File: src/common/vde_pkg.sv
`default_nettype none

package vde_pkg;

    // ========================================
    // Sizes
    // ========================================
    localparam int MAX_VARS = 256;
    localparam int IDX_W    = 9;
    localparam int ACT_W    = 32;
    localparam int VAR_W    = 32;

    // Heap slot contents with a 1-based var_id
    typedef struct packed {
        logic [ACT_W-1:0] score;
        logic [IDX_W-1:0] var_id;
    } heap_entry_t;

    typedef enum logic [3:0] {
        IDLE,
        INIT_LOOP,
        DECIDE,
        HIDE_READ_POS,
        HIDE_SWAP,
        HIDE_DOWN_READ,
        HIDE_DOWN_SWAP,
        UNHIDE_READ_POS,
        UNHIDE_SWAP,
        UP_READ,
        UP_SWAP,
        BUMP_READ,
        BUMP_UPDATE,
        RESCALE
    } heap_state_e;

    // ========================================
    // Activity constants
    // ========================================
    localparam logic [ACT_W-1:0] INITIAL_BUMP      = 32'd10000;
    localparam logic [ACT_W-1:0] RESCALE_THRESHOLD = {ACT_W{1'b1}} - 32'd1000000;
    localparam int               RESCALE_SHIFT     = 16;

endpackage

`default_nettype wire

File: src/verilog/activity_scaler.sv
`default_nettype none

module activity_scaler (
    input  logic                      clk,
    input  logic                      reset,
    input  logic                      decay_step,
    input  logic                      rescale_done,
    output logic [vde_pkg::ACT_W-1:0] increment,
    output logic                      rescale_needed
);

    logic [vde_pkg::ACT_W:0]   grown;
    logic [vde_pkg::ACT_W-1:0] next_inc;

    // Grow by one sixteenth and saturate at all ones
    assign grown    = {1'b0, increment} + ({1'b0, increment} >> 4);
    assign next_inc = grown[vde_pkg::ACT_W] ? '1 : grown[vde_pkg::ACT_W-1:0];

    always_ff @(posedge clk or posedge reset) begin
        if (reset) begin
            increment <= vde_pkg::INITIAL_BUMP;
        end else if (rescale_done) begin
            increment <= vde_pkg::INITIAL_BUMP;
        end else if (decay_step) begin
            increment <= next_inc;
        end
    end

    assign rescale_needed = (increment >= vde_pkg::RESCALE_THRESHOLD);

endmodule

`default_nettype wire

File: config.mk
export PLATFORM = sky130hd
export DESIGN_NAME = activity_scaler
export DESIGN_NICKNAME = d
export VERILOG_FILES = /design/src/common/vde_pkg.sv /design/src/verilog/activity_scaler.sv
export SDC_FILE = /design/constraint.sdc
export NUM_CORES = 1
export LEC_CHECK = 0
export ABC_AREA = 1
export BUFFER_PORTS_ARGS = -buffer_cell sky130_fd_sc_hd__buf_2
export CAP_MARGIN = 20
export CORE_MARGIN = 5
export CORE_UTILIZATION = 61
export CTS_CLUSTER_DIAMETER = 60
export DETAILED_ROUTE_END_ITERATION = 10
export GPL_TIMING_DRIVEN = 0
export PLACE_DENSITY = 0.78
export SKIP_LAST_GASP = 1
export SLEW_MARGIN = 20
export SYNTH_ARGS = -nofsm -noshare
export SYNTH_HDL_FRONTEND = slang
export SYNTH_SLANG_ARGS = --single-unit
export TNS_END_PERCENT = 50
File: constraint.sdc
create_clock -name clk -period 2.9 [get_ports clk]
set_input_delay 0.145 -clock clk [delete_from_list [all_inputs] [get_ports clk]]
set_output_delay 0.145 -clock clk [all_outputs]
set_load 0.02 [all_outputs]
==> Word-level counts from Yosys, hierarchy flattened <==
Index checks and enable logic that the tools add are counted.
{ "word_totals": {"register_bits": 32, "in_bits": 4, "wordCells": 7} }
{ "classes": {"n_addsub": 1, "order_cmp": 1, "muxes": 3, "reduce_logical": 1} }
{ "op_table": {"columns": ["cell", "n"], "rows": [
  ["$mux W32", 3],
  ["$add A32 B28 Y33", 1],
  ["$ge A32 B32 Y1 const B", 1],
  ["$reduce_bool A2 Y1", 1]
]} }

==> Logic depth before layout (Yosys ltp) <==
{ "logic_depth": {"depth_word": 4, "mapped_depth": 14} }

==> Worst setup path before layout <==
No wires, ideal clock.
{ "synth_path": {"path_kind": "register to register", "startpoint": "register increment[0] in the netlist's numbering", "endpoint": "register increment[25] in the netlist's numbering", "setup_time_ns": 0.117, "arrival_time_ns": 2.147, "required_time_ns": 2.783, "slack_ns": 0.636, "stages_incl_launch_ff": 14, "path_buffers": 1, "synth_period_minus_slack_ns": 2.264, "path_cell_list": "dfrtp_1 ha_1 fa_1 nand3_1 nand3_2 nand2_2 nand2_2 nand2_1 nand2_2 a21oi_4 buf_8 nand3_2 nand2_1 nand2_1"} }
{ "synth_via": {"elab_chain_len": 4} }
{ "synth_lines": {"columns": ["item", "line_no", "source"], "rows": [
  ["start: declaration", "activity_scaler.sv:8", "output logic [vde_pkg::ACT_W-1:0] increment,"],
  ["start signal: assignment", "activity_scaler.sv:21", "increment <= vde_pkg::INITIAL_BUMP;"],
  ["start signal: assignment", "activity_scaler.sv:23", "increment <= vde_pkg::INITIAL_BUMP;"],
  ["start signal: assignment", "activity_scaler.sv:25", "increment <= next_inc;"],
  ["$add A32 B28 Y33", "activity_scaler.sv:16", "assign grown = {1'b0, increment} + ({1'b0, increment} >> 4);"],
  ["$mux W32", "activity_scaler.sv:17", "assign next_inc = grown[vde_pkg::ACT_W] ? '1 : grown[vde_pkg::ACT_W-1:0];"],
  ["$mux W32", "activity_scaler.sv:24", "end else if (decay_step) begin"],
  ["$mux W32", "activity_scaler.sv:22", "end else if (rescale_done) begin"]
]} }
No other way between the ends. The select of a mux whose other input is x is not followed.
A chain may end at the register's enable or synchronous reset.

==> Final worst setup path <==
{ "layout_path": {"startpoint": "register increment[0] in the netlist's numbering", "endpoint": "register increment[21] in the netlist's numbering"} }
Same word-level chain as after synthesis.

==> out/qor.yml <==
finish:
  drive_gt1_frac: 0.126
  final_cell_mix: "nand2_1, inv_1, nor2_1"
  nets: 748
  design_area_um2: 4300
  top_register: "increment"
  antenna_cells: 0
  final_common_cell: "nand2_1"
  final_cells: 793
  syn_to_final_growth_pct: 10.6
  largest_reg_flops: 32
  num-fill-cells: 627
  utilization: 0.684
  biggestRegsByFlops: "increment: 32 flops"
timing:
  maxSlewViolCount: 0
  timing_hold_violations_final: 0
  finClkSkew_ps: 11.2
  slew_headroom: 0.524
  period_share: 0.939
  setup_tns_ps: 0
  worstMarginPinSlew_ps: 714
  finalCriticalPeriod_ps: 2720
  setup_viol_count_final: 0
  fmax_ghz: 0.367
  rsz0062_at_grt: "no"
synthesis:
  syn_area_um2: 3880
  synthesis.nets: 704
  syn_inst: 671
  ys_seq_elements: 32
  yosysWarnings: 0
  yosysUniqueCellTypes: 36
  syn_avg_cell_area_um2: 5.79
  yosysSeqAreaShare: 0.208
clock_tree:
  cts_buffers: 5
  cts_tree: "yes"
  ctsResizeCount: 0
  clk_latency_ps: 290
  htree_levels: 2
  cts-root-buf: "clkbuf_8"
  clkSinkCount: 32
  clockBufferDepth: 2
  clk_pin_slew_ps: 80
grt:
  grt_pass1_vias: 4018
  grt_max_degree: 33
  grt_pass1_wl_um: 19700
  overflow: 0
  antenna_found_initial: 0
  gr-usage-all-layers: 0.298
routing:
  final_antenna_net_count: 0
  viasPerCell: 5.45
  drt-initial-drc-count: 445
  vias: 4319
  wl_per_cell_um: 14.9
  drt-pass1-iter-count: 6
  wirelength_um: 11800
  drc_errors: 0
worst_hold_path:
  hold_path.class: "in -> reg"
job:
  maxCapViolCount: 0
floorplan:
  die_w_um: 89.8
  die_h_um: 89.8
  num_rows: 29
  dieArea_um2: 8060
  start_util: 0.618
  core_area_um2: 6280
  io_pins: 37
critical_path:
  slowest_stage: "fa_1"
  worstPathCellList: "ha_1 > fa_1 > nand3_1 > nand3_2 > nand2_2 > nand2_2 > nand2_1 > nand2_2 > a21oi_4 > buf_8 > nand3_2 > nand2_1 > nand2_1"
  cp_max_fo: 10
  start_kind: "flop"
  critPathMaxStageDelay_ps: 500
  required_ps: 3090
  crit_type: "reg -> reg"
  worstSetupEndpointType: "flop"
  worstPathArrival_ps: 2910
  r2r_slack_ps: 180
power_and_ir_drop:
  leakage_nw: 2.72
  vdd_ir_drop_max_uv: 600
  pwr_density_cell_nw_per_um2: 523
outcome:
  status: "finished clean"
placed_design:
  place_area_um2: 4160
  dp_cells: 784
  io_buffers: 36
  gp_congestion: 0.957
  dp.final_hpwl_um: 9740
==> synthesized netlist by cell type <==
| cell | number | area, µm² |
|---|---|---|
| o21ai_0 | 9 | 45.0 |
| buf_8 | 1 | 15.0 |
| xnor2_1 | 6 | 52.6 |
| nor2_1 | 49 | 184 |
| o21ai_1 | 5 | 25.0 |
| nand3_2 | 12 | 120 |
| nand2_1 | 285 | 1070 |
| nand2_2 | 11 | 68.8 |
| nand4_1 | 9 | 56.3 |
| inv_1 | 115 | 432 |
| ha_1 | 28 | 350 |
| dfstp_2 | 5 | 131 |
| clkbuf_1 | 2 | 7.51 |
| nand3_1 | 41 | 205 |
| and2_1 | 6 | 37.5 |
| a21oi_1 | 24 | 120 |
| buf_6 | 1 | 11.3 |
| fa_1 | 1 | 20.0 |
| clkinv_1 | 1 | 3.75 |
| and3_1 | 1 | 6.26 |
| nor2_4 | 1 | 11.3 |
| or2_2 | 1 | 6.26 |
| o21bai_1 | 2 | 15.0 |
| nor3_4 | 1 | 16.3 |
| o21ai_2 | 1 | 8.76 |
| buf_4 | 2 | 15.0 |
| nor3_1 | 3 | 15.0 |
| dfrtp_1 | 27 | 676 |
| buf_2 | 1 | 5.00 |
| a21oi_2 | 2 | 17.5 |
| nand3b_1 | 1 | 7.51 |
| inv_2 | 5 | 18.8 |
| a31oi_1 | 1 | 6.26 |
| or4_1 | 1 | 7.51 |
| a21oi_4 | 1 | 16.3 |
| xor2_1 | 9 | 78.8 |
==> worst max-delay path: cells and delay by family, from the launching register on <==
family / cells / cell delay [ps]
flops: 1 / 420
buf+inv: 1 / 220
compound gates: 1 / 330
simple gates: 9 / 840
fa+ha+maj: 2 / 810
==> cell type report <==
type | instances | area, µm² | area share
Buffer | 7 | 53.8 | 0.0125
Tap cell | 77 | 96.3 | 0.0224
Inverter | 121 | 454 | 0.106
Multi-Input combinational cell | 511 | 2570 | 0.598
Timing Repair Buffer | 37 | 190 | 0.0443
Clock buffer | 7 | 96.3 | 0.0224
Sequential cell | 32 | 807 | 0.188
Clock inverter | 1 | 30.0 | 0.00699
==> worst paths after layout <==
path	end	from	depth (start not counted)
max	increment[21]	increment[0]	13
min reg2reg	increment[13]	increment[13]	2
min	increment[19]	decay_step	4
max reg2reg	increment[21]	increment[0]	13
max in group asynchronous	increment[2]	reset	3
min in group asynchronous	increment[19]	reset	3
==> cell families after synthesis <==
logic type,share of synthesized area
adders and majority gates,0.0954
AOI/OAI and AO/OA,0.0654
and+or+nand+nor,0.467
buffers and inverters,0.131
DFF,0.208
xor gates and xnor gates,0.0338
==> per-layer routing <==
| metal | vias to the layer above | routed length, µm | GRT usage | part of all wire |
|---|---|---|---|---|
| li1 | 2153 | - | - | - |
| met1 | 1977 | 5460 | 0.447 | 0.46 |
| met2 | 170 | 4980 | 0.440 | 0.42 |
| met3 | 19 | 1160 | 0.0559 | 0.098 |
| met4 | 0 | 212 | 0.0693 | 0.018 |
| met5 | - | 0 | 0 | 0 |
==> timing repair <==
action	4_1_cts	5_1_grt
hold buffers	1	0
endpoints found under the hold margin	27	0
setup buffers	0	0
==> power by group <==
| group | internal, mW | switching (mW) |
|---|---|---|
| Clock | 0.304 | 0.193 |
| Sequential | 0.515 | 0.108 |
| Combinational | 0.360 | 0.766 |
==> metrics by stage <==
step	hold slack (ps)	setup WS (ps)	power, mW
4_1_cts	229	245	2.22
5_1_grt	274	49.9	2.39
3_3_place_gp	505	281	1.70
2_1_floorplan	257	636	1.38
6_report	240	177	2.25
3_5_place_dp	298	263	1.72
No activity file was read; power rests on OpenSTA's default activity.
