==> src/common/vde_pkg.sv <==
`default_nettype none

package vde_pkg;

    // ========================================
    // Sizes
    // ========================================
    localparam int MAX_VARS = 256;
    localparam int IDX_W    = 9;
    localparam int ACT_W    = 32;
    localparam int VAR_W    = 32;

    // Heap slot contents with a 1-based var_id
    typedef struct packed {
        logic [ACT_W-1:0] score;
        logic [IDX_W-1:0] var_id;
    } heap_entry_t;

    typedef enum logic [3:0] {
        IDLE,
        INIT_LOOP,
        DECIDE,
        HIDE_READ_POS,
        HIDE_SWAP,
        HIDE_DOWN_READ,
        HIDE_DOWN_SWAP,
        UNHIDE_READ_POS,
        UNHIDE_SWAP,
        UP_READ,
        UP_SWAP,
        BUMP_READ,
        BUMP_UPDATE,
        RESCALE
    } heap_state_e;

    // ========================================
    // Activity constants
    // ========================================
    localparam logic [ACT_W-1:0] INITIAL_BUMP      = 32'd10000;
    localparam logic [ACT_W-1:0] RESCALE_THRESHOLD = {ACT_W{1'b1}} - 32'd1000000;
    localparam int               RESCALE_SHIFT     = 16;

endpackage

`default_nettype wire

==> src/common/heap_mem_if.sv <==
`default_nettype none

interface heap_mem_if;

    // Combinational read addresses
    logic [vde_pkg::IDX_W-1:0] idx;
    logic [vde_pkg::IDX_W-1:0] left;
    logic [vde_pkg::IDX_W-1:0] right;
    logic [vde_pkg::IDX_W-1:0] parent;

    vde_pkg::heap_entry_t      cur_entry;
    vde_pkg::heap_entry_t      left_entry;
    vde_pkg::heap_entry_t      right_entry;
    vde_pkg::heap_entry_t      parent_entry;
    // Phase hint of the variable at idx
    logic                      cur_phase;

    // Position lookup by 1-based variable number
    logic [vde_pkg::IDX_W-1:0] pos_var;
    logic [vde_pkg::IDX_W-1:0] pos_idx;

    // At most one write strobe per cycle
    logic                      swap_valid;
    logic [vde_pkg::IDX_W-1:0] swap_a;
    logic [vde_pkg::IDX_W-1:0] swap_b;
    logic                      add_valid;
    logic [vde_pkg::ACT_W-1:0] add_amount;
    logic                      shift_valid;
    logic                      init_valid;
    logic                      hint_valid;
    logic [vde_pkg::IDX_W-1:0] hint_var;
    logic                      hint_value;

    modport ctrl (
        output idx, left, right, parent, pos_var,
        output swap_valid, swap_a, swap_b, add_valid, add_amount,
        output shift_valid, init_valid, hint_valid, hint_var, hint_value,
        input  cur_entry, left_entry, right_entry, parent_entry, cur_phase, pos_idx
    );

    modport store (
        input  idx, left, right, parent, pos_var,
        input  swap_valid, swap_a, swap_b, add_valid, add_amount,
        input  shift_valid, init_valid, hint_valid, hint_var, hint_value,
        output cur_entry, left_entry, right_entry, parent_entry, cur_phase, pos_idx
    );

endinterface

`default_nettype wire

==> src/vde_heap/heap_control.sv <==
`default_nettype none

module heap_control (
    input  logic                      clk,
    input  logic                      reset,
    input  logic                      request,
    input  logic                      clear_all,
    input  logic [vde_pkg::VAR_W-1:0] max_var,
    input  logic                      assign_valid,
    input  logic [vde_pkg::VAR_W-1:0] assign_var,
    input  logic                      assign_value,
    input  logic                      clear_valid,
    input  logic [vde_pkg::VAR_W-1:0] clear_var,
    input  logic                      bump_valid,
    input  logic [vde_pkg::VAR_W-1:0] bump_var,
    input  logic                      decay,
    input  logic [vde_pkg::ACT_W-1:0] increment,
    input  logic                      rescale_needed,
    heap_mem_if.ctrl                  mem,
    output logic                      decay_step,
    output logic                      rescale_done,
    output logic                      decision_valid,
    output logic [vde_pkg::VAR_W-1:0] decision_var,
    output logic                      decision_phase,
    output logic                      all_assigned,
    output logic                      busy
);

    vde_pkg::heap_state_e      state_q, state_d;
    logic [vde_pkg::IDX_W-1:0] heap_size_q, heap_size_d;
    logic [vde_pkg::IDX_W-1:0] idx_q, idx_d;
    logic [vde_pkg::IDX_W-1:0] pend_var_q, pend_var_d;
    logic                      pend_value_q, pend_value_d;

    logic                      max_ok;
    logic [vde_pkg::IDX_W-1:0] nvars;
    logic [vde_pkg::VAR_W-1:0] var_lim;
    logic                      assign_ok, clear_ok, bump_ok;
    logic [vde_pkg::IDX_W:0]   left_full, right_full, size_ext;
    logic [vde_pkg::IDX_W-1:0] parent_idx, best_idx;
    vde_pkg::heap_entry_t      best_entry;
    logic                      go_down, go_up;

    // Higher score wins, lower var_id breaks ties
    function automatic logic better(input vde_pkg::heap_entry_t a,
                                    input vde_pkg::heap_entry_t b);
        return (a.score > b.score) || ((a.score == b.score) && (a.var_id < b.var_id));
    endfunction

    // ========================================
    // Command range checks
    // ========================================
    assign max_ok  = (max_var != '0) && (max_var <= vde_pkg::MAX_VARS);
    assign nvars   = max_ok ? max_var[vde_pkg::IDX_W-1:0] : '0;
    assign var_lim = {{(vde_pkg::VAR_W - vde_pkg::IDX_W){1'b0}}, nvars};

    assign assign_ok = assign_valid && (assign_var != '0) && (assign_var <= var_lim);
    assign clear_ok  = clear_valid && (clear_var != '0) && (clear_var <= var_lim);
    assign bump_ok   = bump_valid && (bump_var != '0) && (bump_var <= var_lim);

    // ========================================
    // Sift comparisons
    // ========================================
    assign left_full  = {idx_q, 1'b1};
    assign right_full = left_full + 1'b1;
    assign size_ext   = {1'b0, heap_size_q};
    // Wraps at the root where go_up masks it
    assign parent_idx = (idx_q - 1'b1) >> 1;

    always_comb begin
        best_idx   = idx_q;
        best_entry = mem.cur_entry;
        if ((left_full < size_ext) && better(mem.left_entry, best_entry)) begin
            best_idx   = left_full[vde_pkg::IDX_W-1:0];
            best_entry = mem.left_entry;
        end
        if ((right_full < size_ext) && better(mem.right_entry, best_entry)) begin
            best_idx = right_full[vde_pkg::IDX_W-1:0];
        end
    end

    assign go_down = (best_idx != idx_q);
    assign go_up   = (idx_q != '0) && better(mem.cur_entry, mem.parent_entry);

    assign mem.idx        = idx_q;
    assign mem.left       = left_full[vde_pkg::IDX_W-1:0];
    assign mem.right      = right_full[vde_pkg::IDX_W-1:0];
    assign mem.parent     = parent_idx;
    assign mem.pos_var    = pend_var_q;
    assign mem.swap_a     = idx_q;
    assign mem.add_amount = increment;
    assign mem.hint_var   = pend_var_q;
    assign mem.hint_value = pend_value_q;

    // ========================================
    // Next state
    // ========================================
    always_comb begin
        state_d         = state_q;
        heap_size_d     = heap_size_q;
        idx_d           = idx_q;
        pend_var_d      = pend_var_q;
        pend_value_d    = pend_value_q;
        mem.swap_valid  = 1'b0;
        mem.swap_b      = best_idx;
        mem.add_valid   = 1'b0;
        mem.shift_valid = 1'b0;
        mem.init_valid  = 1'b0;
        mem.hint_valid  = 1'b0;
        decay_step      = 1'b0;
        rescale_done    = 1'b0;
        decision_valid  = 1'b0;
        all_assigned    = 1'b0;

        case (state_q)
            vde_pkg::IDLE: begin
                if (assign_ok) begin
                    pend_var_d   = assign_var[vde_pkg::IDX_W-1:0];
                    pend_value_d = assign_value;
                    state_d      = vde_pkg::HIDE_READ_POS;
                end else if (clear_ok) begin
                    pend_var_d = clear_var[vde_pkg::IDX_W-1:0];
                    state_d    = vde_pkg::UNHIDE_READ_POS;
                end else if (bump_ok) begin
                    pend_var_d = bump_var[vde_pkg::IDX_W-1:0];
                    state_d    = vde_pkg::BUMP_READ;
                end else if (request) begin
                    idx_d   = '0;
                    state_d = vde_pkg::DECIDE;
                end else if (decay) begin
                    // RESCALE exits at once unless the new increment is too large
                    decay_step = 1'b1;
                    idx_d      = '0;
                    state_d    = vde_pkg::RESCALE;
                end
            end

            vde_pkg::DECIDE: begin
                all_assigned   = (heap_size_q == '0);
                decision_valid = (heap_size_q != '0);
                if (!request) begin
                    state_d = vde_pkg::IDLE;
                end
            end

            // Hide moves the variable to the last active slot and shrinks the heap
            vde_pkg::HIDE_READ_POS: begin
                mem.hint_valid = 1'b1;
                idx_d          = mem.pos_idx;
                state_d = (mem.pos_idx < heap_size_q) ? vde_pkg::HIDE_SWAP : vde_pkg::IDLE;
            end

            vde_pkg::HIDE_SWAP: begin
                mem.swap_valid = 1'b1;
                mem.swap_b     = heap_size_q - 1'b1;
                heap_size_d    = heap_size_q - 1'b1;
                state_d = (idx_q < heap_size_q - 1'b1) ? vde_pkg::HIDE_DOWN_READ : vde_pkg::IDLE;
            end

            vde_pkg::HIDE_DOWN_READ: begin
                state_d = go_down ? vde_pkg::HIDE_DOWN_SWAP : vde_pkg::IDLE;
            end

            vde_pkg::HIDE_DOWN_SWAP: begin
                mem.swap_valid = 1'b1;
                mem.swap_b     = best_idx;
                idx_d          = best_idx;
                state_d        = vde_pkg::HIDE_DOWN_READ;
            end

            // Unhide pulls the variable to the first free slot and grows the heap
            vde_pkg::UNHIDE_READ_POS: begin
                idx_d   = mem.pos_idx;
                state_d = (mem.pos_idx >= heap_size_q) ? vde_pkg::UNHIDE_SWAP : vde_pkg::IDLE;
            end

            vde_pkg::UNHIDE_SWAP: begin
                mem.swap_valid = 1'b1;
                mem.swap_b     = heap_size_q;
                heap_size_d    = heap_size_q + 1'b1;
                idx_d          = heap_size_q;
                state_d        = vde_pkg::UP_READ;
            end

            vde_pkg::UP_READ: begin
                state_d = go_up ? vde_pkg::UP_SWAP : vde_pkg::IDLE;
            end

            vde_pkg::UP_SWAP: begin
                mem.swap_valid = 1'b1;
                mem.swap_b     = parent_idx;
                idx_d          = parent_idx;
                state_d        = vde_pkg::UP_READ;
            end

            vde_pkg::BUMP_READ: begin
                idx_d   = mem.pos_idx;
                state_d = vde_pkg::BUMP_UPDATE;
            end

            // Hidden variables keep their score but need no sift
            vde_pkg::BUMP_UPDATE: begin
                mem.add_valid = 1'b1;
                state_d = (idx_q < heap_size_q) ? vde_pkg::UP_READ : vde_pkg::IDLE;
            end

            vde_pkg::INIT_LOOP: begin
                mem.init_valid = 1'b1;
                idx_d          = idx_q + 1'b1;
                if (int'(idx_q) == vde_pkg::MAX_VARS - 1) begin
                    state_d = vde_pkg::IDLE;
                end
            end

            vde_pkg::RESCALE: begin
                if (!rescale_needed) begin
                    state_d = vde_pkg::IDLE;
                end else if (idx_q < nvars) begin
                    mem.shift_valid = 1'b1;
                    idx_d           = idx_q + 1'b1;
                end else begin
                    rescale_done = 1'b1;
                    state_d      = vde_pkg::IDLE;
                end
            end

            default: state_d = vde_pkg::IDLE;
        endcase

        // clear_all restarts from any state and also resets the increment
        if (clear_all) begin
            state_d      = vde_pkg::INIT_LOOP;
            heap_size_d  = nvars;
            idx_d        = '0;
            rescale_done = 1'b1;
        end
    end

    always_ff @(posedge clk or posedge reset) begin
        if (reset) begin
            state_q      <= vde_pkg::IDLE;
            heap_size_q  <= '0;
            idx_q        <= '0;
            pend_var_q   <= '0;
            pend_value_q <= 1'b0;
        end else begin
            state_q      <= state_d;
            heap_size_q  <= heap_size_d;
            idx_q        <= idx_d;
            pend_var_q   <= pend_var_d;
            pend_value_q <= pend_value_d;
        end
    end

    assign busy           = (state_q != vde_pkg::IDLE);
    assign decision_var   = decision_valid ?
                            {{(vde_pkg::VAR_W - vde_pkg::IDX_W){1'b0}}, mem.cur_entry.var_id} :
                            '0;
    assign decision_phase = decision_valid && mem.cur_phase;

    // ========================================
    // Assertions
    // ========================================
    assert property (@(posedge clk) disable iff (reset)
        int'(heap_size_q) <= vde_pkg::MAX_VARS);

    assert property (@(posedge clk) disable iff (reset)
        !(decision_valid && all_assigned));

    // A decay that crosses the threshold never returns to IDLE unscaled
    assert property (@(posedge clk) disable iff (reset)
        (state_q == vde_pkg::IDLE) |-> (increment < vde_pkg::RESCALE_THRESHOLD));

endmodule

`default_nettype wire

==> src/flat_wrapper.sv <==
// flat-port wrapper written by rule: the top's interface ports become plain ports
module heap_control_flat 
  (clk, reset, request, clear_all, max_var, assign_valid, assign_var, assign_value, clear_valid, clear_var, bump_valid, bump_var, decay, increment, rescale_needed, decay_step, rescale_done, decision_valid, decision_var, decision_phase, all_assigned, busy, mem_idx, mem_left, mem_right, mem_parent, mem_pos_var, mem_swap_valid, mem_swap_a, mem_swap_b, mem_add_valid, mem_add_amount, mem_shift_valid, mem_init_valid, mem_hint_valid, mem_hint_var, mem_hint_value, mem_cur_entry, mem_left_entry, mem_right_entry, mem_parent_entry, mem_cur_phase, mem_pos_idx);
  heap_mem_if mem_i ();
  input  logic clk;
  input  logic reset;
  input  logic request;
  input  logic clear_all;
  input  logic [vde_pkg::VAR_W-1:0] max_var;
  input  logic assign_valid;
  input  logic [vde_pkg::VAR_W-1:0] assign_var;
  input  logic assign_value;
  input  logic clear_valid;
  input  logic [vde_pkg::VAR_W-1:0] clear_var;
  input  logic bump_valid;
  input  logic [vde_pkg::VAR_W-1:0] bump_var;
  input  logic decay;
  input  logic [vde_pkg::ACT_W-1:0] increment;
  input  logic rescale_needed;
  output logic decay_step;
  output logic rescale_done;
  output logic decision_valid;
  output logic [vde_pkg::VAR_W-1:0] decision_var;
  output logic decision_phase;
  output logic all_assigned;
  output logic busy;
  output wire logic [$bits(mem_i.idx)-1:0] mem_idx;
  output wire logic [$bits(mem_i.left)-1:0] mem_left;
  output wire logic [$bits(mem_i.right)-1:0] mem_right;
  output wire logic [$bits(mem_i.parent)-1:0] mem_parent;
  output wire logic [$bits(mem_i.pos_var)-1:0] mem_pos_var;
  output wire logic [$bits(mem_i.swap_valid)-1:0] mem_swap_valid;
  output wire logic [$bits(mem_i.swap_a)-1:0] mem_swap_a;
  output wire logic [$bits(mem_i.swap_b)-1:0] mem_swap_b;
  output wire logic [$bits(mem_i.add_valid)-1:0] mem_add_valid;
  output wire logic [$bits(mem_i.add_amount)-1:0] mem_add_amount;
  output wire logic [$bits(mem_i.shift_valid)-1:0] mem_shift_valid;
  output wire logic [$bits(mem_i.init_valid)-1:0] mem_init_valid;
  output wire logic [$bits(mem_i.hint_valid)-1:0] mem_hint_valid;
  output wire logic [$bits(mem_i.hint_var)-1:0] mem_hint_var;
  output wire logic [$bits(mem_i.hint_value)-1:0] mem_hint_value;
  input wire logic [$bits(mem_i.cur_entry)-1:0] mem_cur_entry;
  input wire logic [$bits(mem_i.left_entry)-1:0] mem_left_entry;
  input wire logic [$bits(mem_i.right_entry)-1:0] mem_right_entry;
  input wire logic [$bits(mem_i.parent_entry)-1:0] mem_parent_entry;
  input wire logic [$bits(mem_i.cur_phase)-1:0] mem_cur_phase;
  input wire logic [$bits(mem_i.pos_idx)-1:0] mem_pos_idx;
  assign mem_idx = mem_i.idx;
  assign mem_left = mem_i.left;
  assign mem_right = mem_i.right;
  assign mem_parent = mem_i.parent;
  assign mem_pos_var = mem_i.pos_var;
  assign mem_swap_valid = mem_i.swap_valid;
  assign mem_swap_a = mem_i.swap_a;
  assign mem_swap_b = mem_i.swap_b;
  assign mem_add_valid = mem_i.add_valid;
  assign mem_add_amount = mem_i.add_amount;
  assign mem_shift_valid = mem_i.shift_valid;
  assign mem_init_valid = mem_i.init_valid;
  assign mem_hint_valid = mem_i.hint_valid;
  assign mem_hint_var = mem_i.hint_var;
  assign mem_hint_value = mem_i.hint_value;
  assign mem_i.cur_entry = mem_cur_entry;
  assign mem_i.left_entry = mem_left_entry;
  assign mem_i.right_entry = mem_right_entry;
  assign mem_i.parent_entry = mem_parent_entry;
  assign mem_i.cur_phase = mem_cur_phase;
  assign mem_i.pos_idx = mem_pos_idx;
  heap_control u_core (.clk(clk), .reset(reset), .request(request), .clear_all(clear_all), .max_var(max_var), .assign_valid(assign_valid), .assign_var(assign_var), .assign_value(assign_value), .clear_valid(clear_valid), .clear_var(clear_var), .bump_valid(bump_valid), .bump_var(bump_var), .decay(decay), .increment(increment), .rescale_needed(rescale_needed), .mem(mem_i), .decay_step(decay_step), .rescale_done(rescale_done), .decision_valid(decision_valid), .decision_var(decision_var), .decision_phase(decision_phase), .all_assigned(all_assigned), .busy(busy));
endmodule
==> config.mk <==
export PLATFORM = sky130hd
export DESIGN_NAME = heap_control_flat
export DESIGN_NICKNAME = d
export VERILOG_FILES = /design/src/common/vde_pkg.sv /design/src/common/heap_mem_if.sv /design/src/vde_heap/heap_control.sv /design/src/flat_wrapper.sv
export SDC_FILE = /design/constraint.sdc
export NUM_CORES = 1
export LEC_CHECK = 0
export BUFFER_PORTS_ARGS = -buffer_cell sky130_fd_sc_hd__buf_2
export CAP_MARGIN = 10
export CORE_AREA = 2 2 189 191
export CTS_CLUSTER_SIZE = 30
export DETAILED_ROUTE_END_ITERATION = 16
export DIE_AREA = 0 0 191 193
export HOLD_SLACK_MARGIN = 0.08
export PLACE_DENSITY = 0.57
export SLEW_MARGIN = 40
export SYNTH_ARGS = -nofsm -noshare
export SYNTH_HDL_FRONTEND = slang
export SYNTH_SLANG_ARGS = --single-unit
==> constraint.sdc <==
create_clock -name clk -period 16.62 [get_ports clk]
set_input_delay 0.831 -clock clk [delete_from_list [all_inputs] [get_ports clk]]
set_output_delay 0.831 -clock clk [all_outputs]
set_load 0.005 [all_outputs]
; Word-level counts from Yosys, hierarchy flattened
; Index checks and enable logic that the tools add are counted.
[word_totals]
out_inout_bits = 148
inputBits = 344
word_cells = 147
reg_bits = 32
[op_classes]
magnitude_cmp = 17
eq_ne = 28
n_addsub = 5
muxes = 56
reduce_logical = 36
[op_table]
columns = op, count
row1 = $mux W9, 16
row2 = $reduce_bool A32 Y1, 4
row3 = $eq A32 B32 Y1, 3
row4 = $gt A32 B32 Y1, 3
row5 = $le A32 B9 Y1, 3
row6 = $lt A9 B9 Y1, 7
row7 = $pmux W9 S7, 1
row8 = $mux W4, 13
row9 = $pmux W4 S13, 1
row10 = $mux W41, 1
row11 = $le A32 B9 Y1 const B, 1
row12 = $pmux W9 S3, 1
row13 = $eq A4 B4 Y1 const B, 6
row14 = $lt A10 B9 Y1, 2
row15 = $mux W1, 19
row16 = $add A9 B1 Y9 const B, 2
row17 = $pmux W9 S2, 1
row18 = $reduce_bool A9 Y1, 2
row19 = $sub A9 B1 Y9 const B, 2
row20 = $eq A4 B3 Y1 const B, 4
row21 = $ne A3 B3 Y1 const B, 5
row22 = $logic_and A1 B1 Y1, 14
row23 = $add A10 B1 Y10 const B, 1
row24 = $eq A9 B9 Y1 const B, 1
row25 = other kinds (20), 29

; Logic depth before layout (Yosys ltp)
; Gate-level depths: netlist (run 1).
[logic_depth]
ltp_word = 14
mapped_depth = 27
depth_no_buf = 22

; Worst setup path after synthesis (run 1)
; OpenSTA, ideal clock, no wires.
[synth_path]
path_type = input -> output
from = in mem_cur_entry[39]
to = out mem_swap_b[3]
path_stages = 25
t_required_ns = 15.789
setup_slack_ns = 10.191
arrival_time_ns = 5.598
n_path_buf = 4
path_cell_list = inv_1 ha_1 nand4_1 nor4_1 nand3_1 nor2_1 a221oi_2 a21oi_2 clkbuf_1 buf_1 mux2i_1 ha_1 nand4_1 nor4bb_1 o21ai_0 a31oi_1 nor3_1 a211oi_1 nor3b_1 a21o_1 buf_6 buf_2 nor2_1 a21oi_1 o221ai_1
[synth_between]
elab_chain_cells = 11
elab_cells_between_ends = 15
cone_classes = 3 x order compare / 2 x eq/ne / 4 x mux / 6 x reduce/logical
[synth_rtl]
columns = element, line_no
row1 = start: declaration, flat_wrapper.sv:42  ; input wire logic [$bits(mem_i.cur_entry)-1:0] mem_cur_entry;
row2 = branches (longest 9 deep; another with $gt A32 B32 Y1), --
row3 = $mux W9 *, heap_control.sv:77  ; if ((right_full < size_ext) && better(mem.right_entry, best_entry)) begin
row4 = $pmux W9 S3 *, heap_control.sv:115  ; case (state_q)
row5 = end: declaration, flat_wrapper.sv:34  ; output wire logic [$bits(mem_i.swap_b)-1:0] mem_swap_b;
; Mark *: on every way between the ends.

; Worst setup path after layout (run 1)
[layout_path]
from = in mem_cur_entry[36]
to = out mem_swap_b[7]
; Same word-level chain as after synthesis.

==> flow_metrics.env, run 1 <==
export IMPL_status="complete, no violations"
export IMPL_final_area_sq_um=11300
export IMPL_root_buffer="clkbuf_16"
export IMPL_internal_power_uw=261
export IMPL_synth_top_area_share_pct=27.9
export IMPL_ant_nets=0
export IMPL_synth_edf_count=0
export IMPL_grt_max_degree=43
export IMPL_cp_max_fo=42
export IMPL_drt_first_pass_iters=6
export IMPL_fmax_ghz=0.126
export IMPL_routedWlPerCell_um=19.5
export IMPL_worst_hold_slack_ps=505
export IMPL_vias=10300
export IMPL_ys_async_sr_fraction_pct=100
export IMPL_tritoncts="done"
export IMPL_crit_path_end_kind="primary output"
export IMPL_area_delta_synth_final_pct=24.1
export IMPL_ys_flop_type="dfrtp_1"
export IMPL_clock_sinks=32
export IMPL_worstSetupPathType="primary input to primary output"
export IMPL_start_util_pct=26.1
export IMPL_post_cts_buffers=0
export IMPL_clock_skew_final_ps=3.69
export IMPL_cp_startpoint="mem_cur_entry[36]"
export IMPL_cp_arrival_ps=7080
export IMPL_final_max_slew_viol_count=0
export IMPL_overflow=0
export IMPL_multi_input_area_sq_um=7220
export IMPL_clk_latency_ps=280
export IMPL_grt_pass1_vias=10200
export IMPL_r2r_cells=22
export IMPL_die_area_sq_um=36900
export IMPL_p_switching_uw=178
export IMPL_antenna_found_initial=1
export IMPL_fp_dieW_um=191
export IMPL_hpwl_um=34500
export IMPL_synth_seq_cells=32
export IMPL_synth_seq_area_share_pct=8.79
export IMPL_start_kind="primary input"
export IMPL_ctsResizeCount=0
export IMPL_synth_top_area_cell="ha_1"
export IMPL_core_area_sq_um=35000
export IMPL_clkPwrFrac_pct=24.4
export IMPL_grt_pass1_wl_um=57600
export IMPL_hold_class="flip-flop to flip-flop"
export IMPL_cts_buffers=5
export IMPL_power_uw=439
export IMPL_leakage_uw=0.00604
export IMPL_drive_gt1_share_pct=28.3
export IMPL_ios=492
export IMPL_ir_worst_vdd_mv=0.0295
export IMPL_finalHoldViolations=0
export IMPL_via_per_inst=5.12
export IMPL_required_ps=15790
export IMPL_p_comb_share_pct=57.2
export IMPL_setup_viol=0
export IMPL_grt_use_total_pct=20.6
export IMPL_place_area_sq_um=11100
export IMPL_synthTopCellsByArea="ha_1 28%, dfrtp_1 8.8%, buf_4 6.9%"
export IMPL_placed_cells_incl_taps=2006
export IMPL_clk_pin_slew_ps=60
export IMPL_worst_pin_slew_ps=823
export IMPL_power_frac_seq_pct=18.3
export IMPL_power_density_nw_per_um2=38.8
export IMPL_postSynthAreaPerCell_sq_um=7.45
export IMPL_drc=0
export IMPL_seq_area_sq_um=801
export IMPL_crit_path_end="mem_swap_b[7]"
export IMPL_syn_inst=1224
export IMPL_slew_headroom_pct=45.2
export IMPL_stdcell_count=2015
export IMPL_final_nets=2099
export IMPL_clk_path_buf_depth=2
export IMPL_rr_startpoint="u_core.heap_size_q[3]"
export IMPL_n_fill_cell=3804
export IMPL_die_y_um=193
export IMPL_wl_um=39300
export IMPL_ys_types=61
export IMPL_place_gp_congestion=0.947
export IMPL_drv_cap=0
export IMPL_htreeDepth=2
export IMPL_fin_setup_tns_ps=0
export IMPL_cts_hold_buf=0
export IMPL_port_buffers=401
export IMPL_period_minus_slack_ps=7910
export IMPL_grt_setup_unrepaired="false"
export IMPL_sw_frac_of_total_pct=40.5
export IMPL_r2r_end="u_core.state_q[2]"
export IMPL_rows=69
export IMPL_reg2reg_slack_ps=9950
export IMPL_period_share_pct=47.6
export IMPL_drt_iter0_markers=600
export IMPL_syn_cell_area_sq_um=9110
export IMPL_yosysWarnings=0
==> cells in the mapped netlist (all sizes together) (30+ instances only) <==
| master | n |
|---|---|
| nand3 | 36 |
| nand2 | 106 |
| nand4 | 34 |
| mux2i | 54 |
| inv | 117 |
| dfrtp | 32 |
| a21oi | 85 |
| nor2 | 69 |
| nor4 | 30 |
| buf | 92 |
| o21ai | 86 |
| ha | 203 |
==> power groups by stage <==
stage	clock network (uW)	registers, uW	logic, uW
6_report	107	80.6	252
5_1_grt	113	80.7	283
4_1_cts	110	80.5	253
3_5_place_dp	0	81.9	252
3_3_place_gp	0	81.9	247
2_1_floorplan	0	82.6	156
==> worst min-delay path by stage <==
| stage | slack [ps] | to | start | depth (start not counted) |
|---|---|---|---|---|
| 6_report | 500 | u_core.mem.hint_value | u_core.mem.hint_value | 1 |
| 2_1_floorplan | 500 | u_core.mem.hint_var[0] | u_core.mem.hint_var[0] | 2 |
| 3_5_place_dp | 500 | u_core.mem.hint_value | u_core.mem.hint_value | 1 |
| 5_1_grt | 540 | u_core.mem.hint_value | u_core.mem.hint_value | 1 |
| 4_1_cts | 510 | u_core.mem.hint_value | u_core.mem.hint_value | 1 |
| 3_3_place_gp | 510 | u_core.mem.hint_value | u_core.mem.hint_value | 1 |
==> sequential cells by signal, summed over array words and instances, names as in the netlist <==
signal	flops
u_core.heap_size_q	9
u_core.mem.idx	9
u_core.state_q	4
u_core.mem.hint_var	9
u_core.mem.hint_value	1
==> cell families after synthesis <==
logic type / after synthesis / share of synthesized area [%]
AND/OR/NAND/NOR: 375 / 20.6
AO/OA/AOI/OAI: 293 / 20.3
buffers and inverters: 234 / 13.2
adder cells (fa/ha/maj): 203 / 27.9
multiplexers: 59 / 6.63
flip-flops: 32 / 8.79
XOR/XNOR: 26 / 2.50
other: 2 / 0.0824
==> worst max-delay path, stage by stage <==
cell	delay [ps]
buf_2	100
inv_1	40
ha_1	310
nand4_1	200
nor4_1	470
nand3_1	160
nor2_1	140
a221oi_2	70
a21oi_4	400
buf_4	660
mux2i_1	170
ha_1	340
and4_1	220
nor4bb_1	420
o21ai_0	150
a31oi_1	180
nor3_1	70
a211oi_1	260
nor3b_1	390
a21o_1	580
a21boi_0	250
nor2_1	90
o221ai_1	290
buf_2	180
==> per-layer routing <==
layer	part of all wire [%]	track usage, %
met1	35	21.6
met2	52	39.8
met3	6.8	2.19
met4	6.0	11.5
met5	0	0
==> per-stage QoR <==
stage / setup slack [ps] / utilization [%]
after CTS: 8550 / 32.3
after detailed placement: 8580 / 31.8
after global routing: 8070 / 32.4
after global placement: 8730 / 31.8
final: 8710 / 32.4
after floorplan: 10190 / -
==> cells in the final DEF, fill, tap and decap left out, types with 5 or more instances in the layout <==
cell type    n
nand3_1     36
o21ai_0     84
a2111oi_0    5
nand2_1    106
nor4_1      29
nor2b_1     17
nor2_1      69
and2_1      12
o211ai_1     5
a21oi_1     83
and3_1       5
buf_4       13
clkbuf_16    5
o221ai_1     9
a21o_1      25
ha_1       203
dfrtp_1     32
and4_1       5
o21a_1      14
a211o_1      6
xnor2_1     19
a221oi_1    10
a211oi_1     7
nand2b_1    12
or4_1       10
xor2_1       7
mux2i_1     54
a31oi_1      6
buf_2      401
conb_1      26
nor3_1      23
nand4_1     34
inv_1      116
==> final cells by class <==
type / instances / share of cell area [%]
antenna: 1 / 0.0221
clock buffer: 5 / 1.11
clock inverter: 3 / 0.376
inverter: 117 / 3.88
multi-input combinational: 982 / 63.8
sequential: 32 / 7.08
tap: 461 / 5.10
timing repair buffer: 414 / 18.6
Power figures use the tool's default switching activity.
==> run 2, diff against run 1 <==
--- a/config.mk
+++ b/config.mk
@@ -7,10 +7,10 @@
 export LEC_CHECK = 0
 export BUFFER_PORTS_ARGS = -buffer_cell sky130_fd_sc_hd__buf_2
 export CAP_MARGIN = 10
-export CORE_AREA = 2 2 189 191
+export CORE_AREA = 2 2 193 195
 export CTS_CLUSTER_SIZE = 30
 export DETAILED_ROUTE_END_ITERATION = 16
-export DIE_AREA = 0 0 191 193
+export DIE_AREA = 0 0 195 197
 export HOLD_SLACK_MARGIN = 0.08
 export PLACE_DENSITY = 0.57
 export SLEW_MARGIN = 40
==> constraint.sdc (replaced) <==
create_clock -name clk -period 7.1 [get_ports clk]
set_input_delay 0.355 -clock clk [delete_from_list [all_inputs] [get_ports clk]]
set_output_delay 0.355 -clock clk [all_outputs]
set_load 0.005 [all_outputs]
==> flow_metrics.env, run 2 (synthesis gave the netlist of run 1 again) <==
export IMPL_layout_commonest_cell="buf_2"
export IMPL_fmax_ghz=0.152
export IMPL_wl_um=40600
export IMPL_cp_cell_sequence="inv_1 -> ha_1 -> a21oi_1 -> o21ai_0 -> a31oi_1 -> o21ai_0 -> a21o_1 -> a21oi_4 -> buf_4 -> mux2i_1 -> ha_1 -> a21oi_1 -> o21ai_0 -> a2111oi_0 -> a31oi_1 -> nor3_1 -> a211oi_1 -> nor3b_1 -> a21o_1 -> buf_4 -> mux2i_1 -> o21ai_0 -> o21ai_0 -> buf_2"
export IMPL_final_nets=2107
export IMPL_drv_cap=0
export IMPL_overflow=0
export IMPL_core_area_sq_um=36300
export IMPL_cp_max_fo=26
export IMPL_clk_path_buf_depth=2
export IMPL_via_per_inst=5.13
export IMPL_start_kind="flip-flop"
export IMPL_hold_class="primary input to async pin"
export IMPL_cts_hold_buf=0
export IMPL_drt_first_pass_iters=6
export IMPL_grt_pass1_wl_um=59100
export IMPL_ctsResizeCount=0
export IMPL_place_gp_congestion=0.961
export IMPL_n_fill_cell=4039
export IMPL_ir_worst_vdd_mv=0.0711
export IMPL_grt_max_degree=33
export IMPL_clkPwrFrac_pct=21.3
export IMPL_ant_nets=0
export IMPL_routedWlPerCell_um=20.0
export IMPL_htreeDepth=2
export IMPL_crit_path_end_kind="primary output"
export IMPL_ios=492
export IMPL_sw_frac_of_total_pct=42.1
export IMPL_vias=10400
export IMPL_period_share_pct=92.7
export IMPL_port_buffers=401
export IMPL_power_frac_seq_pct=18.9
export IMPL_p_comb_share_pct=59.8
export IMPL_finalHoldViolations=0
export IMPL_setup_viol=0
export IMPL_grt_pass1_vias=10200
export IMPL_path_buf_inv=4
export IMPL_p_switching_uw=420
export IMPL_die_area_sq_um=38400
export IMPL_max_stage_delay_ps=710
export IMPL_clock_skew_final_ps=6.18
export IMPL_critPathTopFamily="compound AO/OA/AOI/OAI gates"
export IMPL_crit_top_cell="o21ai_0"
export IMPL_worst_hold_slack_ps=164
export IMPL_grt_use_total_pct=20.2
export IMPL_tritoncts="done"
export IMPL_cts_buffers=5
export IMPL_status="complete, no violations"
export IMPL_antenna_found_initial=4
export IMPL_clk_pin_slew_ps=60
export IMPL_slew_headroom_pct=39.3
export IMPL_die_y_um=197
export IMPL_final_max_slew_viol_count=0
export IMPL_final_cell_mix="401 x buf_2, 203 x ha_1, 117 x inv_1, 106 x nand2_1, 84 x o21ai_0"
export IMPL_root_buffer="clkbuf_16"
export IMPL_clk_latency_ps=290
export IMPL_worst_slack_ps=520
export IMPL_leakage_uw=0.00607
export IMPL_period_minus_slack_ps=6580
export IMPL_clock_sinks=32
export IMPL_worstSetupPathType="flip-flop to primary output"
export IMPL_internal_power_uw=579
export IMPL_worst_pin_slew_ps=900
export IMPL_drc=0
export IMPL_fin_setup_tns_ps=0
export IMPL_drt_iter0_markers=566
export IMPL_drive_gt1_share_pct=28.5
export IMPL_cp_arrival_ps=6220
export IMPL_post_place_ws_ps=733
export IMPL_postLayoutCoreUtil_pct=31.3
export IMPL_hpwl_um=35400
export IMPL_post_cts_buffers=0
export IMPL_area_delta_synth_final_pct=24.4
export IMPL_fp_dieW_um=195
export IMPL_cp_slowest_cell="a2111oi_0"
export IMPL_grt_setup_unrepaired="false"
export IMPL_start_util_pct=25.1
export IMPL_power_density_nw_per_um2=88.2
export IMPL_rows=70
export IMPL_required_ps=6740
==> run 2: changes by cell type in the layout (fill, tap and decap cells not counted), sizes merged <==
| cell | before | now |
|---|---|---|
| inv | 116 | 117 |
| clkinvlp | 1 | 0 |
| bufinv | 1 | 0 |
| clkbuf | 5 | 6 |
| buf | 414 | 422 |
| clkinv | 2 | 1 |
==> run 2: final timing paths <==
check | start | to | slack (ps) | cells after the start
worst max-delay path | u_core.heap_size_q[3] | mem_swap_b[6] | 520 | 24
worst min-delay path | reset | u_core.mem.hint_var[4] | 160 | 3
worst max register to register | u_core.heap_size_q[3] | u_core.state_q[2] | 1020 | 23
worst min register to register | u_core.mem.hint_value | u_core.mem.hint_value | 500 | 1
max in group asynchronous | reset | u_core.mem.idx[2] | 6580 | 3
min in group clk | assign_value | u_core.mem.hint_value | 310 | 2
==> run 2: final cells by class <==
class,count,area (sq um),area share [%]
clock buffers,6,129,1.14
inverters,117,439,3.87
clock inverters,1,5.00,0.0442
flip-flops and latches,32,801,7.06
repair buffers,422,2160,19.1
multi-input cells,982,7210,63.6
diodes,1,2.50,0.0221
well taps,468,586,5.17
==> run 2: worst reg2reg max path: stages (launching register included) <==
cell       delay [ps]
dfrtp_1           520
inv_1             190
ha_1              320
a21oi_1           130
o21ai_0           100
a31oi_1           180
o21ai_0           150
a21o_1            210
a21oi_4           260
buf_4             460
mux2i_1           260
ha_1              270
a21oi_1           130
o21ai_0           170
a2111oi_0         710
a31oi_1           180
nor3_1            200
a211oi_1           90
nor3b_1           190
a21o_1            280
buf_4             210
mux2_4            320
a211o_1           340
o211ai_1          110
==> run 2: metal layers <==
metal  up-vias  GRT usage [%]  wire length [um]
li1       5029              -                 -
met1      4740           21.2             14700
met2       536           39.1             21100
met3        96           2.93              2790
met4         4           10.3              1970
met5         -              0                32
==> run 2: power by group through the flow <==
stage / combinational [uW] / clock, uW / sequential [uW]
2_1_floorplan: 366 / 0 / 193
3_3_place_gp: 588 / 0 / 192
3_5_place_dp: 598 / 0 / 192
4_1_cts: 601 / 217 / 189
5_1_grt: 666 / 225 / 190
6_report: 598 / 212 / 189
==> run 2: through the flow <==
step	total power [uW]	area [sq um]	cells
floorplan	559	9200	1248
global placement	780	11200	2021
detailed placement	791	11200	2021
CTS	1010	11300	2028
global route	1080	11300	2029
finish	999	11300	2029
==> run 3, diff against run 2 <==
--- a/config.mk
+++ b/config.mk
@@ -5,14 +5,15 @@
 export SDC_FILE = /design/constraint.sdc
 export NUM_CORES = 1
 export LEC_CHECK = 0
-export BUFFER_PORTS_ARGS = -buffer_cell sky130_fd_sc_hd__buf_2
 export CAP_MARGIN = 10
-export CORE_AREA = 2 2 193 195
+export CORE_AREA = 2 2 192 194
+export CTS_BUF_LIST = sky130_fd_sc_hd__clkbuf_8
 export CTS_CLUSTER_SIZE = 30
 export DETAILED_ROUTE_END_ITERATION = 16
-export DIE_AREA = 0 0 195 197
+export DIE_AREA = 0 0 194 196
+export DONT_BUFFER_PORTS = 1
 export HOLD_SLACK_MARGIN = 0.08
-export PLACE_DENSITY = 0.57
+export PLACE_DENSITY = 0.45
 export SLEW_MARGIN = 40
 export SYNTH_ARGS = -nofsm -noshare
 export SYNTH_HDL_FRONTEND = slang
==> flow_metrics.env, run 3 (synthesis gave the netlist of run 1 again) <==
export IMPL_root_buffer="clkbuf_8"
export IMPL_p_switching_uw=356
export IMPL_cp_arrival_ps=5930
export IMPL_setup_viol=0
export IMPL_final_max_slew_viol_count=0
export IMPL_vias=8821
export IMPL_drt_first_pass_iters=5
export IMPL_clkPwrFrac_pct=19.8
export IMPL_leakage_uw=0.00440
export IMPL_internal_power_uw=460
export IMPL_layout_commonest_cell="ha_1"
export IMPL_drive_gt1_share_pct=4.55
export IMPL_period_share_pct=88.5
export IMPL_worstSetupPathType="flip-flop to primary output"
export IMPL_power_frac_seq_pct=23.2
export IMPL_fin_setup_tns_ps=0
export IMPL_hpwl_um=33400
export IMPL_post_cts_buffers=0
export IMPL_finalHoldViolations=0
export IMPL_clk_path_buf_depth=2
export IMPL_routedWlPerCell_um=23.5
export IMPL_ant_nets=0
export IMPL_required_ps=6740
export IMPL_clk_latency_ps=310
export IMPL_n_fill_cell=4061
export IMPL_area_delta_synth_final_pct=2.80
export IMPL_fp_dieW_um=194
export IMPL_cts_buffers=5
export IMPL_hold_class="primary input to flip-flop"
export IMPL_rows=70
export IMPL_sw_frac_of_total_pct=43.6
export IMPL_grt_pass1_wl_um=55900
export IMPL_wl_um=38500
export IMPL_htreeDepth=2
export IMPL_ir_worst_vdd_mv=0.0527
export IMPL_place_area_sq_um=9260
export IMPL_crit_path_end_kind="primary output"
export IMPL_die_area_sq_um=38000
export IMPL_post_place_ws_ps=836
export IMPL_final_nets=1712
export IMPL_tritoncts="done"
export IMPL_p_comb_share_pct=57.0
export IMPL_grt_pass1_vias=8848
export IMPL_port_buffers=0
export IMPL_die_y_um=196
export IMPL_power_uw=816
export IMPL_drt_iter0_markers=457
export IMPL_drc=0
export IMPL_status="complete, no violations"
export IMPL_worst_pin_slew_ps=867
export IMPL_ios=492
export IMPL_core_area_sq_um=36100
export IMPL_fmax_ghz=0.159
export IMPL_grt_use_total_pct=19.4
export IMPL_worst_slack_ps=814
export IMPL_power_density_nw_per_um2=87.1
export IMPL_final_cell_mix="203 x ha_1, 118 x inv_1, 106 x nand2_1, 84 x o21ai_0, 82 x a21oi_1"
export IMPL_final_area_sq_um=9370
export IMPL_clk_pin_slew_ps=80
export IMPL_clock_skew_final_ps=21.8
export IMPL_start_kind="flip-flop"
export IMPL_slew_headroom_pct=42.2
export IMPL_period_minus_slack_ps=6290
export IMPL_via_per_inst=5.39
export IMPL_clock_sinks=32
export IMPL_antenna_found_initial=3
export IMPL_grt_max_degree=33
export IMPL_start_util_pct=25.3
export IMPL_place_gp_congestion=0.936
export IMPL_overflow=0
export IMPL_drv_cap=0
export IMPL_grt_setup_unrepaired="false"
export IMPL_cp_max_fo=18
run 3: cell types whose count changed in the layout (fill, tap and decap cells not counted), moves of 2 or more:
cell,change
clkbuf_8,+6
diode_2,+2
clkbuf_16,-5
buf_4,+4
buf_2,-401
run 3: final timing paths:
kind | startpoint | end | slack [ps] | depth (start not counted)
max | u_core.heap_size_q[3] | mem_swap_b[7] | 810 | 23
max reg2reg | u_core.heap_size_q[3] | u_core.state_q[2] | 1360 | 22
min in group asynchronous | reset | u_core.mem.hint_var[3] | 620 | 3
min | clear_all | u_core.heap_size_q[8] | 130 | 1
max in group asynchronous | reset | u_core.mem.idx[8] | 6110 | 3
min reg2reg | u_core.mem.hint_var[0] | u_core.mem.hint_var[0] | 580 | 2
run 3: power groups by stage:
stage | logic, uW | clock network (uW) | registers, uW
global route | 527 | 172 | 190
floorplan | 366 | 0 | 193
CTS | 467 | 166 | 189
finish | 465 | 162 | 189
global placement | 459 | 0 | 193
detailed placement | 464 | 0 | 193
run 3: final cells by class:
type                    count  area (sq um)  share of cell area (%)
clock inverters             2          11.3                   0.120
flip-flops and latches     32           801                    8.55
multi-input cells         982          7220                    77.1
repair buffers             27           218                    2.32
clock buffers               6          82.6                   0.881
inverters                 117           439                    4.69
diodes                      3          7.51                  0.0801
well taps                 468           586                    6.25
run 3: what timing repair did:
| item | 4_1_cts | 5_1_grt |
|---|---|---|
| endpoints found under the setup margin | 0 | 3 |
| hold buffers | 1 | 0 |
| gates resized for setup | 0 | 1 |
| endpoints found under the hold margin | 17 | 0 |
run 3: per-layer routing:
metal	routed length (um)	GRT usage (%)	part of all wire, %	vias to the layer above
met5	0	0	0	-
met4	1310	7.07	3.4	0
met2	19500	35.9	51	450
met1	14400	21.1	37	4058
li1	-	-	-	4242
met3	3360	5.07	8.7	71
run 3: critical path, stage by stage (launching register included):
cell	delay, ps
dfrtp_1	510
inv_1	190
ha_1	320
a21oi_1	140
o21ai_0	140
a31oi_1	210
o21ai_0	130
a21o_1	200
a21oi_4	290
buf_4	260
mux2i_1	90
ha_1	300
and4_1	240
nor4bb_1	360
o21ai_0	140
a31oi_1	170
nor3_1	80
a211oi_1	270
nor3b_1	360
a21o_2	430
a21boi_0	220
nor2_1	80
o221ai_1	300
buf_4	180
run 3: stage by stage:
| stage | hold slack (ps) | std cells | utilization [%] |
|---|---|---|---|
| after floorplan | 471 | 1248 | - |
| after global placement | 401 | 1625 | 25.6 |
| after detailed placement | 404 | 1625 | 25.7 |
| after CTS | 125 | 1634 | 25.9 |
| after global routing | 127 | 1637 | 26.0 |
| final | 133 | 1637 | 26.0 |
